<file path="config.mk">
export PLATFORM = sky130hd
export DESIGN_NAME = acc_periph_top
export DESIGN_NICKNAME = d
export VERILOG_FILES = /design/src/source/acc_pkg.sv /design/src/source/acc_engine.sv /design/src/source/acc_periph_top.sv /design/src/source/axil_reg_file.sv /design/src/source/read_source.sv
export SDC_FILE = /design/constraint.sdc
export NUM_CORES = 1
export LEC_CHECK = 0
export BUFFER_PORTS_ARGS = -buffer_cell sky130_fd_sc_hd__clkbuf_2
export CAP_MARGIN = 25
export CORE_MARGIN = 1
export CORE_UTILIZATION = 30
export CTS_CLUSTER_DIAMETER = 150
export DETAILED_ROUTE_END_ITERATION = 10
export PLACE_DENSITY = 0.46
export SLEW_MARGIN = 20
export SYNTH_ARGS = -nofsm -noshare
export SYNTH_HDL_FRONTEND = slang
export SYNTH_SLANG_ARGS = --single-unit
</file>
<file path="constraint.sdc">
create_clock -name clk_i -period 3.4 [get_ports clk_i]
set_input_delay 0.17 -clock clk_i [delete_from_list [all_inputs] [get_ports clk_i]]
set_output_delay 0.17 -clock clk_i [all_outputs]
set_load 0.03 [all_outputs]
</file>
<file path="src/source/acc_pkg.sv">
// shared bus widths, register map, control bit positions and response code.
package acc_pkg;

    // ******************************
    // bus widths and register count.
    // ******************************
    localparam int DATA_W  = 32;
    localparam int ADDR_W  = 8;
    localparam int REG_NUM = 5;

    // ******************************
    // register indices, word address bits 4:2.
    // ******************************
    localparam int REG_CTRL    = 0;
    localparam int REG_DATA    = 1;
    localparam int REG_ACC     = 2;  // read side returns the running sum.
    localparam int REG_COUNT   = 3;  // read side returns the word count.
    localparam int REG_SCRATCH = 4;

    // control register bits.
    localparam int CTRL_EN_BIT  = 0;
    localparam int CTRL_CLR_BIT = 1;  // acts only on the write strobe.

    // the only response this slave ever gives.
    localparam logic [1:0] RESP_OKAY = 2'b00;

endpackage

</file>
<file path="src/source/acc_engine.sv">
// accumulator engine summing accepted data words and counting them.
`timescale 1ns/10ps

module acc_engine #(
    parameter int DATA_W = 32
) (
    input  logic              clk_i,
    input  logic              rstn_i,
    input  logic [DATA_W-1:0] ctrl_i,
    input  logic [DATA_W-1:0] data_i,
    input  logic              ctrl_wr_i,
    input  logic              data_wr_i,
    output logic [DATA_W-1:0] acc_o,
    output logic [DATA_W-1:0] count_o
);

    logic acc_en;
    logic acc_clr;

    // enable is a level, clear only counts when the control word is written.
    assign acc_en  = ctrl_i[acc_pkg::CTRL_EN_BIT];
    assign acc_clr = ctrl_wr_i & ctrl_i[acc_pkg::CTRL_CLR_BIT];

    // ******************************
    // sum and word count.
    // ******************************
    always_ff @(posedge clk_i) begin
        if (~rstn_i) begin
            acc_o   <= '0;
            count_o <= '0;
        end else if (acc_clr) begin
            acc_o   <= '0;
            count_o <= '0;
        end else if (data_wr_i && acc_en) begin
            acc_o   <= acc_o + data_i;    // wraps modulo 2**DATA_W.
            count_o <= count_o + 1'b1;
        end
    end

endmodule

</file>
<file path="src/source/acc_periph_top.sv">
// top level joining the axi4-lite register file, accumulator engine and read source.
`timescale 1ns/10ps

module acc_periph_top #(
    parameter int DATA_W  = acc_pkg::DATA_W,
    parameter int ADDR_W  = acc_pkg::ADDR_W,
    parameter int REG_NUM = acc_pkg::REG_NUM
) (
    input  logic                clk_i,
    input  logic                rstn_i,
    input  logic                awvalid_i,
    input  logic [ADDR_W-1:0]   awaddr_i,
    output logic                awready_o,
    input  logic                wvalid_i,
    input  logic [DATA_W-1:0]   wdata_i,
    input  logic [DATA_W/8-1:0] wstrb_i,
    output logic                wready_o,
    output logic                bvalid_o,
    output logic [1:0]          bresp_o,
    input  logic                bready_i,
    input  logic                arvalid_i,
    input  logic [ADDR_W-1:0]   araddr_i,
    output logic                arready_o,
    output logic                rvalid_o,
    output logic [DATA_W-1:0]   rdata_o,
    output logic [1:0]          rresp_o,
    input  logic                rready_i
);

    logic [REG_NUM-1:0][DATA_W-1:0] wr_regs;
    logic [REG_NUM-1:0]             wr_valid;
    logic [REG_NUM-1:0][DATA_W-1:0] rd_regs;
    logic [REG_NUM-1:0]             rd_valid;
    logic [REG_NUM-1:0]             rd_req;
    logic [DATA_W-1:0]              acc;
    logic [DATA_W-1:0]              count;

    axil_reg_file #(
        .DATA_W  (DATA_W),
        .ADDR_W  (ADDR_W),
        .REG_NUM (REG_NUM)
    ) u_axil_reg_file (
        .clk_i      (clk_i),
        .rstn_i     (rstn_i),
        .awvalid_i  (awvalid_i),
        .awaddr_i   (awaddr_i),
        .awready_o  (awready_o),
        .wvalid_i   (wvalid_i),
        .wdata_i    (wdata_i),
        .wstrb_i    (wstrb_i),
        .wready_o   (wready_o),
        .bvalid_o   (bvalid_o),
        .bresp_o    (bresp_o),
        .bready_i   (bready_i),
        .arvalid_i  (arvalid_i),
        .araddr_i   (araddr_i),
        .arready_o  (arready_o),
        .rvalid_o   (rvalid_o),
        .rdata_o    (rdata_o),
        .rresp_o    (rresp_o),
        .rready_i   (rready_i),
        .rd_regs_i  (rd_regs),
        .rd_valid_i (rd_valid),
        .wr_regs_o  (wr_regs),
        .wr_valid_o (wr_valid),
        .rd_req_o   (rd_req)
    );

    // engine sees only the control and data registers.
    acc_engine #(
        .DATA_W (DATA_W)
    ) u_acc_engine (
        .clk_i     (clk_i),
        .rstn_i    (rstn_i),
        .ctrl_i    (wr_regs[acc_pkg::REG_CTRL]),
        .data_i    (wr_regs[acc_pkg::REG_DATA]),
        .ctrl_wr_i (wr_valid[acc_pkg::REG_CTRL]),
        .data_wr_i (wr_valid[acc_pkg::REG_DATA]),
        .acc_o     (acc),
        .count_o   (count)
    );

    read_source #(
        .DATA_W  (DATA_W),
        .REG_NUM (REG_NUM)
    ) u_read_source (
        .clk_i      (clk_i),
        .rstn_i     (rstn_i),
        .rd_req_i   (rd_req),
        .wr_regs_i  (wr_regs),
        .acc_i      (acc),
        .count_i    (count),
        .rd_regs_o  (rd_regs),
        .rd_valid_o (rd_valid)
    );

endmodule

</file>
<file path="src/source/axil_reg_file.sv">
// axi4-lite slave with byte-strobed write registers, write strobes and read request capture.
`timescale 1ns/10ps

module axil_reg_file #(
    parameter int DATA_W  = 32,
    parameter int ADDR_W  = 8,
    parameter int REG_NUM = 5
) (
    input  logic                            clk_i,
    input  logic                            rstn_i,

    // write address channel.
    input  logic                            awvalid_i,
    input  logic [ADDR_W-1:0]               awaddr_i,
    output logic                            awready_o,

    // write data channel.
    input  logic                            wvalid_i,
    input  logic [DATA_W-1:0]               wdata_i,
    input  logic [DATA_W/8-1:0]             wstrb_i,
    output logic                            wready_o,

    // write response channel.
    output logic                            bvalid_o,
    output logic [1:0]                      bresp_o,
    input  logic                            bready_i,

    // read address channel.
    input  logic                            arvalid_i,
    input  logic [ADDR_W-1:0]               araddr_i,
    output logic                            arready_o,

    // read data channel.
    output logic                            rvalid_o,
    output logic [DATA_W-1:0]               rdata_o,
    output logic [1:0]                      rresp_o,
    input  logic                            rready_i,

    // register side.
    input  logic [REG_NUM-1:0][DATA_W-1:0]  rd_regs_i,
    input  logic [REG_NUM-1:0]              rd_valid_i,
    output logic [REG_NUM-1:0][DATA_W-1:0]  wr_regs_o,
    output logic [REG_NUM-1:0]              wr_valid_o,
    output logic [REG_NUM-1:0]              rd_req_o
);

    localparam int STRB_W   = DATA_W / 8;
    localparam int ADDR_LSB = 2;                 // word addressing.
    localparam int IDX_W    = $clog2(REG_NUM);

    logic [IDX_W-1:0] wr_idx;
    logic [IDX_W-1:0] rd_idx;
    logic             wr_go;
    logic             wr_hs;
    logic             ar_go;
    logic             ar_busy;   // a read is in flight until rdata is taken.
    logic             rd_pend;   // read source answers in this cycle.

    assign wr_idx = awaddr_i[ADDR_LSB +: IDX_W];
    assign rd_idx = araddr_i[ADDR_LSB +: IDX_W];

    assign bresp_o = acc_pkg::RESP_OKAY;
    assign rresp_o = acc_pkg::RESP_OKAY;

    // ******************************
    // write side.
    // ******************************

    // address and data are taken together, never while a response is pending.
    assign wr_go = awvalid_i & wvalid_i & ~awready_o & ~bvalid_o;
    assign wr_hs = awvalid_i & wvalid_i & awready_o & wready_o;

    always_ff @(posedge clk_i) begin
        if (~rstn_i) begin
            awready_o <= 1'b0;
            wready_o  <= 1'b0;
        end else begin
            awready_o <= wr_go;   // one-cycle pulse.
            wready_o  <= wr_go;
        end
    end

    always_ff @(posedge clk_i) begin
        if (~rstn_i) begin
            wr_regs_o  <= '0;
            wr_valid_o <= '0;
        end else begin
            wr_valid_o <= '0;
            for (int r = 0; r < REG_NUM; r++) begin
                if (wr_hs && wr_idx == r) begin
                    for (int b = 0; b < STRB_W; b++) begin
                        if (wstrb_i[b]) begin
                            wr_regs_o[r][b*8 +: 8] <= wdata_i[b*8 +: 8];
                        end
                    end
                    wr_valid_o[r] <= 1'b1;
                end
            end
        end
    end

    always_ff @(posedge clk_i) begin
        if (~rstn_i) begin
            bvalid_o <= 1'b0;
        end else if (wr_hs) begin
            bvalid_o <= 1'b1;
        end else if (bready_i) begin
            bvalid_o <= 1'b0;
        end
    end

    // ******************************
    // read side.
    // ******************************
    assign ar_go = arvalid_i & ~ar_busy;

    always_ff @(posedge clk_i) begin
        if (~rstn_i) begin
            arready_o <= 1'b0;
            ar_busy   <= 1'b0;
            rd_req_o  <= '0;
            rd_pend   <= 1'b0;
        end else begin
            arready_o <= ar_go;
            rd_req_o  <= '0;
            if (ar_go) begin
                ar_busy <= 1'b1;
                // unmapped index raises no request.
                for (int r = 0; r < REG_NUM; r++) begin
                    if (rd_idx == r) begin
                        rd_req_o[r] <= 1'b1;
                    end
                end
            end else if (rvalid_o && rready_i) begin
                ar_busy <= 1'b0;
            end
            rd_pend <= arready_o;
        end
    end

    // zero unless the read source answers.
    always_ff @(posedge clk_i) begin
        if (rd_pend) begin
            rdata_o <= '0;
            for (int r = 0; r < REG_NUM; r++) begin
                if (rd_valid_i[r]) begin
                    rdata_o <= rd_regs_i[r];
                end
            end
        end
    end

    always_ff @(posedge clk_i) begin
        if (~rstn_i) begin
            rvalid_o <= 1'b0;
        end else if (rd_pend) begin
            rvalid_o <= 1'b1;
        end else if (rvalid_o && rready_i) begin
            rvalid_o <= 1'b0;
        end
    end

endmodule

</file>
<file path="src/source/read_source.sv">
// read source returning the live register value for each read request.
`timescale 1ns/10ps

module read_source #(
    parameter int DATA_W  = 32,
    parameter int REG_NUM = 5
) (
    input  logic                            clk_i,
    input  logic                            rstn_i,
    input  logic [REG_NUM-1:0]              rd_req_i,
    input  logic [REG_NUM-1:0][DATA_W-1:0]  wr_regs_i,
    input  logic [DATA_W-1:0]               acc_i,
    input  logic [DATA_W-1:0]               count_i,
    output logic [REG_NUM-1:0][DATA_W-1:0]  rd_regs_o,
    output logic [REG_NUM-1:0]              rd_valid_o
);

    // valid follows the request by one cycle.
    always_ff @(posedge clk_i) begin
        if (~rstn_i) begin
            rd_valid_o <= '0;
        end else begin
            rd_valid_o <= rd_req_i;
        end
    end

    // ******************************
    // value select per index.
    // ******************************
    always_ff @(posedge clk_i) begin
        for (int r = 0; r < REG_NUM; r++) begin
            if (rd_req_i[r]) begin
                if (r == acc_pkg::REG_ACC) begin
                    rd_regs_o[r] <= acc_i;
                end else if (r == acc_pkg::REG_COUNT) begin
                    rd_regs_o[r] <= count_i;
                end else begin
                    rd_regs_o[r] <= wr_regs_i[r];   // last written value.
                end
            end
        end
    end

endmodule

</file>
==> reports/results.ini, run 1 <==
[synthesis]
async_reset_ff_frac=0
synthTopCellsByArea=edfxtp_1 37%, dfxtp_1 23%, nand2_1 6.0%, a21oi_1 3.9%, a21boi_1 3.5%
synth_edf_count=192
yosys-top-cells-count=245 x nand2_1, 192 x edfxtp_1, 178 x dfxtp_1, 129 x nor2_1, 119 x a21oi_1
netlist_instances=1478
synth_cell_types=59
yosysTopAreaCell=edfxtp_1
yosysMostFrequentCell=nand2_1
synthFlopType=edfxtp_1
synth_area_um2=15400
synth_top_area_frac=0.374
synth-seq-cells=370
synth_area_per_cell_um2=10.4
yosysSeqAreaShare=0.605
yosysWarnings=0

[pwr]
ir_drop_mv=0.300
total_leakage_power_uw=0.00684
powerDensity_nw_per_um2=511

[layout]
final_cells=2294
nNetsFinal=1680
drive_gt1_frac=0.117
areaGrowthSynthToFinish_pct=19.4
fillCellCount=4957

[route]
drt-pass1-iter-count=5
vias=11100
drc=0
avgRoutedWirePerCell_um=17.6
routed_via_density=4.82
final_antenna_net_count=0
drt_iter0_drc=628
drt_wl_total_um=40400

[cts]
clk_latency_ns=0.55
cts_buffers=41
clock_sinks=370
htreeDepth=2
clk_path_buf_depth=3
tritoncts=built
cts_root_buffer=clkbuf_16
clkTransAtPathRegs_ns=0.06
postCtsSetupRepairBufs=0

[setup_path]
critical_path.cell_chain=ha_1 -> inv_1 -> fa_1 -> nor2b_1 -> o31a_1 -> a41o_2 -> a41o_1 -> nand4_2 -> a2111oi_2 -> o211a_1 -> nor3_1
startpoint_type=flop
endpoint_kind=flop
required_ns=3.83
critPathSlowestCell=a2111oi_2
slowest_delay_ns=0.48
worstPathMaxFanout=5
arrival_ns=3.46
critical_path_class=flop to flop

[sta]
skew_ns=0.0138
clock.fmax_mhz=330
tns_ns=0
rsz0062_at_grt=false
fin_crit_ns=3.03
tightestPinTransition_ns=0.711
max_slew_margin=0.526
slew_violations=0
finalHoldViolations=0
worst_slack_ns=0.373
setup_viol=0
post-route-period-util=0.890

[place]
pre_cts_ws_ns=0.306
dpl.hpwl_um=27300
place_congestion=0.789
post-place-cells=2173
io_buffers=85

[floorplanning]
start_util=0.306
rows=82
die_w_um=229
die_y_um=229
die_area_um2=52300
core_um2=50400
pin_count=100

[flow_run]
drv_cap=0

[global_routing]
grt_pass1_vias=10700
antenna_found_initial=1
overflow=0
grt_max_degree=74
grt_usage=0.154
grt_pass1_wl_um=63200

[hold_path]
hold_class=input port to flop

[run_status]
status=complete, no violations

state kept, by name, indices dropped and copies added, names as in the netlist:
signal / flops
u_acc_engine.acc_o: 32
u_axil_reg_file.wr_valid_o: 2
u_axil_reg_file.rd_req_o: 5
u_axil_reg_file.bvalid_o: 1
u_acc_engine.count_o: 32
u_axil_reg_file.arready_o: 1
u_axil_reg_file.ar_busy: 1
u_axil_reg_file.rdata_o: 32
u_axil_reg_file.rd_pend: 1
u_read_source.rd_regs_o: 160
u_axil_reg_file.rvalid_o: 1
u_axil_reg_file.wr_regs_o: 96
u_axil_reg_file.awready_o: 1
u_read_source.rd_valid_o: 5
layer usage:
layer,vias up,wire (um),share of wire,track usage
li1,5504,-,-,-
met1,5315,20200,0.50,0.224
met2,180,18000,0.44,0.240
met3,54,1390,0.034,0.0200
met4,0,790,0.020,0.0438
met5,-,0,0,0
final timing paths:
path,to,slack (ns),from,cells past startpoint
worst max register to register,u_acc_engine.acc_o[30],0.37,u_acc_engine.acc_o[0],11
worst max-delay path,u_acc_engine.acc_o[30],0.37,u_acc_engine.acc_o[0],11
worst min register to register,u_read_source.rd_regs_o[22],0.42,u_axil_reg_file.wr_regs_o[22],0
worst min-delay path,u_axil_reg_file.rvalid_o,0.13,rstn_i,2
cell families after synthesis:
| kind of cell | after synthesis | synth area share |
|---|---|---|
| AO/OA/AOI/OAI | 370 | 0.153 |
| flip-flops | 370 | 0.605 |
| other | 1 | 0.000243 |
| XOR/XNOR | 43 | 0.0244 |
| AND/OR/NAND/NOR | 563 | 0.163 |
| multiplexers | 2 | 0.00170 |
| buffers and inverters | 96 | 0.0248 |
| adder cells (fa/ha/maj) | 33 | 0.0273 |
placed cells by master (no fill, tap or decap), types with 27 or more instances in the layout:
cell | synthesis | final
dfxtp_1 | 178 | 175
dlygate4sd3_1 | 0 | 43
a21boi_0 | 27 | 27
a21boi_1 | 71 | 71
a21oi_1 | 119 | 119
nor2_1 | 129 | 129
clkbuf_16 | 0 | 45
edfxtp_1 | 192 | 192
clkbuf_2 | 0 | 84
o21ai_0 | 54 | 54
nand2_1 | 245 | 244
ha_1 | 32 | 32
a22oi_1 | 31 | 31
nand3_1 | 91 | 91
where the power goes:
group	internal, uW	switching, uW
clock network	2680	1790
logic	88.5	162
registers	4680	9.00
worst max-delay path: cells and delay by family (launching register included):
kind | cells | cell delay [ns]
compound gates | 5 | 1.43
fa+ha+maj | 2 | 0.60
buf+inv | 1 | 0.06
flops | 1 | 0.36
simple gates | 3 | 0.46
metrics by stage:
| step | total power (uW) | utilization | area, um2 | hold WS, ns |
|---|---|---|---|---|
| after detailed placement | 4990 | 0.329 | 16600 | 0.396 |
| after global routing | 9710 | 0.365 | 18400 | 0.163 |
| after CTS | 9530 | 0.365 | 18400 | 0.122 |
| after global placement | 4990 | 0.329 | 16600 | 0.393 |
| after floorplan | 4890 | - | 15400 | 0.242 |
| final | 9410 | 0.365 | 18400 | 0.125 |
layout make-up:
type                            instances  area, um2  share of cell area
Tap cell                              672        841              0.0457
Inverter                                7       26.3             0.00143
Clock inverter                         20        178             0.00965
Clock buffer                           56       1190              0.0645
Multi-Input combinational cell       1015       5750               0.312
Timing Repair Buffer                  153       1090              0.0591
Sequential cell                       370       9330               0.507
Antenna cell                            1       2.50            0.000136
repair_timing:
action	4_1_cts	5_1_grt
hold endpoints to repair	106	0
endpoints found under the setup margin	0	1
resized for setup	0	1
hold buffers	43	0
Note: power is estimated with default switching activity, not from simulation.
==> run 2, diff against run 1 <==
PLACE_DENSITY = 0.55   (was 0.46)
==> reports/results.ini, run 2 (synthesized netlist as in run 1, its figures left out) <==
[run_status]
status=complete, no violations

[setup_path]
endpoint_kind=flop
required_ns=3.86
reg2reg_slack_ns=0.30
worstPathMaxFanout=5
critical_path_class=flop to flop
startpoint_type=flop
arrival_ns=3.55

[route]
routed_via_density=4.84
drt_wl_total_um=38800
final_antenna_net_count=0
vias=11000
avgRoutedWirePerCell_um=17.0
drc=0
drt_iter0_drc=814
drt-pass1-iter-count=5

[global_routing]
grt_pass1_wl_um=60400
overflow=0
grt_pass1_vias=10500
grt_usage=0.146
grt_max_degree=65
antenna_found_initial=3

[layout]
drive_gt1_frac=0.113
largest_register=u_read_source.rd_regs_o
fin_util=0.363
fillCellCount=4929
areaGrowthSynthToFinish_pct=18.6
nNetsFinal=1672
multiInputGateArea_um2=5750
final_common_cell=nand2_1
top_regs=u_read_source.rd_regs_o x160, u_axil_reg_file.wr_regs_o x96
largest_register_ffs=160
final_cell_mix=244 x nand2_1, 192 x edfxtp_1, 175 x dfxtp_1
final-seq-area_um2=9330

[place]
place_congestion=0.835
io_buffers=85
dpl.hpwl_um=26300

[floorplanning]
die_w_um=229
die_y_um=229
core_um2=50400
rows=82
die_area_um2=52300
start_util=0.306
pin_count=100

[cts]
clock_sinks=370
tritoncts=built
clk_latency_ns=0.54
cts_buffers=38
cts_root_buffer=clkbuf_16
clk_path_buf_depth=3
postCtsSetupRepairBufs=0
clkTransAtPathRegs_ns=0.06
htreeDepth=2

[sta]
max_slew_margin=0.506
slew_violations=0
fin_crit_ns=3.10
setup_viol=0
post-route-period-util=0.911
finalHoldViolations=0
clock.fmax_mhz=323
tns_ns=0
skew_ns=0.0156
tightestPinTransition_ns=0.741
rsz0062_at_grt=false

[pwr]
power.internal_uw=7260
switching_power_uw=1900
pwr-share-seq=0.511
powerDensity_nw_per_um2=501
switching_share=0.208
clkPwrFrac=0.462
ir_drop_mv=0.318
total_leakage_power_uw=0.00677
p_comb_frac=0.027
power_uw=9160

[hold_path]
hold_class=input port to flop

[flow_run]
drv_cap=0

==> run 2: area by class of cell <==
cell class,count,share of cell area
tap,672,0.0460
multi-input combinational,1015,0.315
inverter,7,0.00144
timing repair buffer,148,0.0570
clock inverter,15,0.00740
sequential,370,0.511
clock buffer,55,0.0624
antenna,1,0.000137
==> run 2: power by group through the flow <==
stage,registers (uW),clock network (uW),logic [uW]
after CTS,4680,4320,248
after floorplan,4810,0,81.0
after global placement,4780,0,207
after detailed placement,4780,0,209
after global routing,4680,4480,263
final,4680,4230,248
==> run 2: path summary, 6_finish.rpt <==
check,start,endpoint,depth (start not counted)
setup / recovery,u_axil_reg_file.wr_regs_o[32],u_acc_engine.acc_o[30],11
hold / removal,wdata_i[11],u_axil_reg_file.wr_regs_o[11],3
setup reg to reg,u_axil_reg_file.wr_regs_o[32],u_acc_engine.acc_o[30],11
hold reg to reg,u_axil_reg_file.wr_regs_o[21],u_read_source.rd_regs_o[21],0
==> run 2: critical path: stages, from the launching register on <==
cell and delay [ns]:
dfxtp_1 0.36, ha_1 0.19, inv_1 0.06, fa_1 0.40, nor2b_1 0.21, o31a_1 0.21, a41o_2 0.27, a41o_1 0.26
nand4_2 0.19, a2111oi_1 0.58, nor4_1 0.09, nor3_1 0.20
==> run 2: layer usage <==
layer	global-route usage	part of all wire
met2	0.235	0.46
met1	0.200	0.47
met4	0.0505	0.027
met3	0.0213	0.041
met5	0	0.00059
==> run 2: through the flow <==
| step | hold slack, ns | worst slack [ns] | cell area, um2 | cells |
|---|---|---|---|---|
| finish | 0.00158 | 0.304 | 18300 | 2283 |
| floorplan | 0.242 | 0.734 | 15400 | 1481 |
| global placement | 0.390 | 0.365 | 16600 | 2169 |
| global route | 0.0268 | 0.0678 | 18300 | 2283 |
| detailed placement | 0.397 | 0.349 | 16600 | 2169 |
| CTS | 0.00820 | 0.313 | 18200 | 2281 |
==> run 2: what timing repair did <==
item / 4_1_cts / 5_1_grt
hold endpoints to repair: 95 / 0
resized for setup: 0 / 0
hold buffers: 42 / 0
==> run 3, diff against run 2 <==
CTS_BUF_LIST = sky130_fd_sc_hd__clkbuf_8   (was default)
==> reports/results.ini, run 3 (synthesized netlist as in run 1, its figures left out) <==
[route]
drc=0
drt-pass1-iter-count=5
vias=11200
avgRoutedWirePerCell_um=16.8
final_antenna_net_count=0
drt_wl_total_um=38900
drt_iter0_drc=780
routed_via_density=4.82

[setup_path]
r2r-start=u_axil_reg_file.wr_regs_o[32]
crit_buf_inv=1
slowest_delay_ns=0.57
critPathSlowestCell=a2111oi_1
critPathLaunch=u_axil_reg_file.wr_regs_o[32]
path_delay_family=compound AO/OA/AOI/OAI gates
endpoint_kind=flop
critical_path_class=flop to flop
required_ns=3.94
arrival_ns=3.63
startpoint_type=flop
worstPathMaxFanout=5
critical_path.cell_chain=ha_1 -> inv_1 -> fa_1 -> nor2b_1 -> o31a_1 -> a41o_2 -> a41o_1 -> nand4_2 -> a2111oi_1 -> nor4_1 -> nor3_1

[cts]
post_cts_resized=0
clk_path_buf_depth=3
tritoncts=built
cts_root_buffer=clkbuf_8
postCtsSetupRepairBufs=0
clk_latency_ns=0.63
htreeDepth=2
clkTransAtPathRegs_ns=0.07
cts_buffers=56
clock_sinks=370

[layout]
drive_gt1_frac=0.121
largest_register_ffs=160
final_cell_mix=244 x nand2_1, 192 x edfxtp_1, 175 x dfxtp_1
nNetsFinal=1692
largest_register=u_read_source.rd_regs_o
final_area_um2=18100
top_regs=u_read_source.rd_regs_o x160, u_axil_reg_file.wr_regs_o x96
final_common_cell=nand2_1
areaGrowthSynthToFinish_pct=17.8

[global_routing]
antenna_found_initial=4
grt_max_degree=65
grt_usage=0.147
grt_pass1_vias=10600
grt_pass1_wl_um=60500
overflow=0

[pwr]
powerDensity_nw_per_um2=472
ir_drop_mv=0.241
total_leakage_power_uw=0.00682

[place]
place_congestion=0.835
dpl.hpwl_um=26300
io_buffers=85
place_area_um2=16600

[sta]
clock.fmax_mhz=323
fin_crit_ns=3.10
skew_ns=0.0195
finalHoldViolations=0
rsz0062_at_grt=false
max_slew_margin=0.516
tns_ns=0
setup_viol=0
post-route-period-util=0.910
slew_violations=0
tightestPinTransition_ns=0.726

[floorplanning]
rows=82
die_w_um=229
die_area_um2=52300
die_y_um=229
start_util=0.306
pin_count=100
core_um2=50400

[hold_path]
hp-start=wstrb_i[0]
hold_class=input port to flop

[run_status]
status=complete, no violations

[flow_run]
drv_cap=0

run 3: changes by cell type in the layout (fill, tap and decap cells not counted), sizes merged:
cell | before | now
dlygate4sd3 | 42 | 44
diode | 1 | 2
clkinvlp | 1 | 2
clkinv | 12 | 11
inv | 7 | 32
clkbuf | 139 | 149
run 3: area by class of cell:
| class | instances | area [um2] |
|---|---|---|
| Sequential cell | 370 | 9330 |
| Antenna cell | 2 | 5.00 |
| Timing Repair Buffer | 150 | 1060 |
| Clock inverter | 40 | 231 |
| Multi-Input combinational cell | 1015 | 5750 |
| Inverter | 7 | 26.3 |
| Tap cell | 672 | 841 |
| Fill cell | 4989 | 32200 |
| Clock buffer | 65 | 895 |
run 3: path summary, 6_finish.rpt:
check / to / slack (ns) / cells after the start
max: u_acc_engine.acc_o[30] / 0.30 / 11
min: u_axil_reg_file.wr_regs_o[36] / 0.05 / 3
min reg2reg: u_read_source.rd_regs_o[27] / 0.43 / 0
max reg2reg: u_acc_engine.acc_o[30] / 0.30 / 11
run 3: stage by stage:
stage	hold WS (ns)	total power, uW	instances	worst slack [ns]	util
finish	0.0546	8570	2321	0.305	0.360
global route	0.0717	8860	2321	0.0503	0.360
CTS	0.0146	8670	2318	0.278	0.360
detailed placement	0.397	4990	2169	0.349	0.329
global placement	0.390	4990	2169	0.365	0.329
floorplan	0.242	4890	1481	0.734	-
run 3: worst min-delay path, stage by stage:
cell and delay [ns]:
clkbuf_2 0.25, nand3_1 0.16, a21boi_1 0.05
run 3: per-layer routing:
layer | GRT usage | share of wire | vias up
met4 | 0.0573 | 0.030 | 4
li1 | - | - | 5544
met1 | 0.198 | 0.46 | 5318
met5 | 0 | 0.00059 | -
met2 | 0.235 | 0.46 | 261
met3 | 0.0237 | 0.051 | 69
run 3: power by group:
group	internal, uW	total [uW]	switching [uW]	leakage, uW
clock	1900	3640	1740	0.000663
sequential	4680	4680	8.20	0.00352
combinational	88.2	249	161	0.00264
total	6670	8570	1910	0.00682
run 3: what timing repair did:
item | in CTS | in global routing
hold buffers | 44 | 0
endpoints found under the setup margin | 0 | 0
hold endpoints to repair | 106 | 0
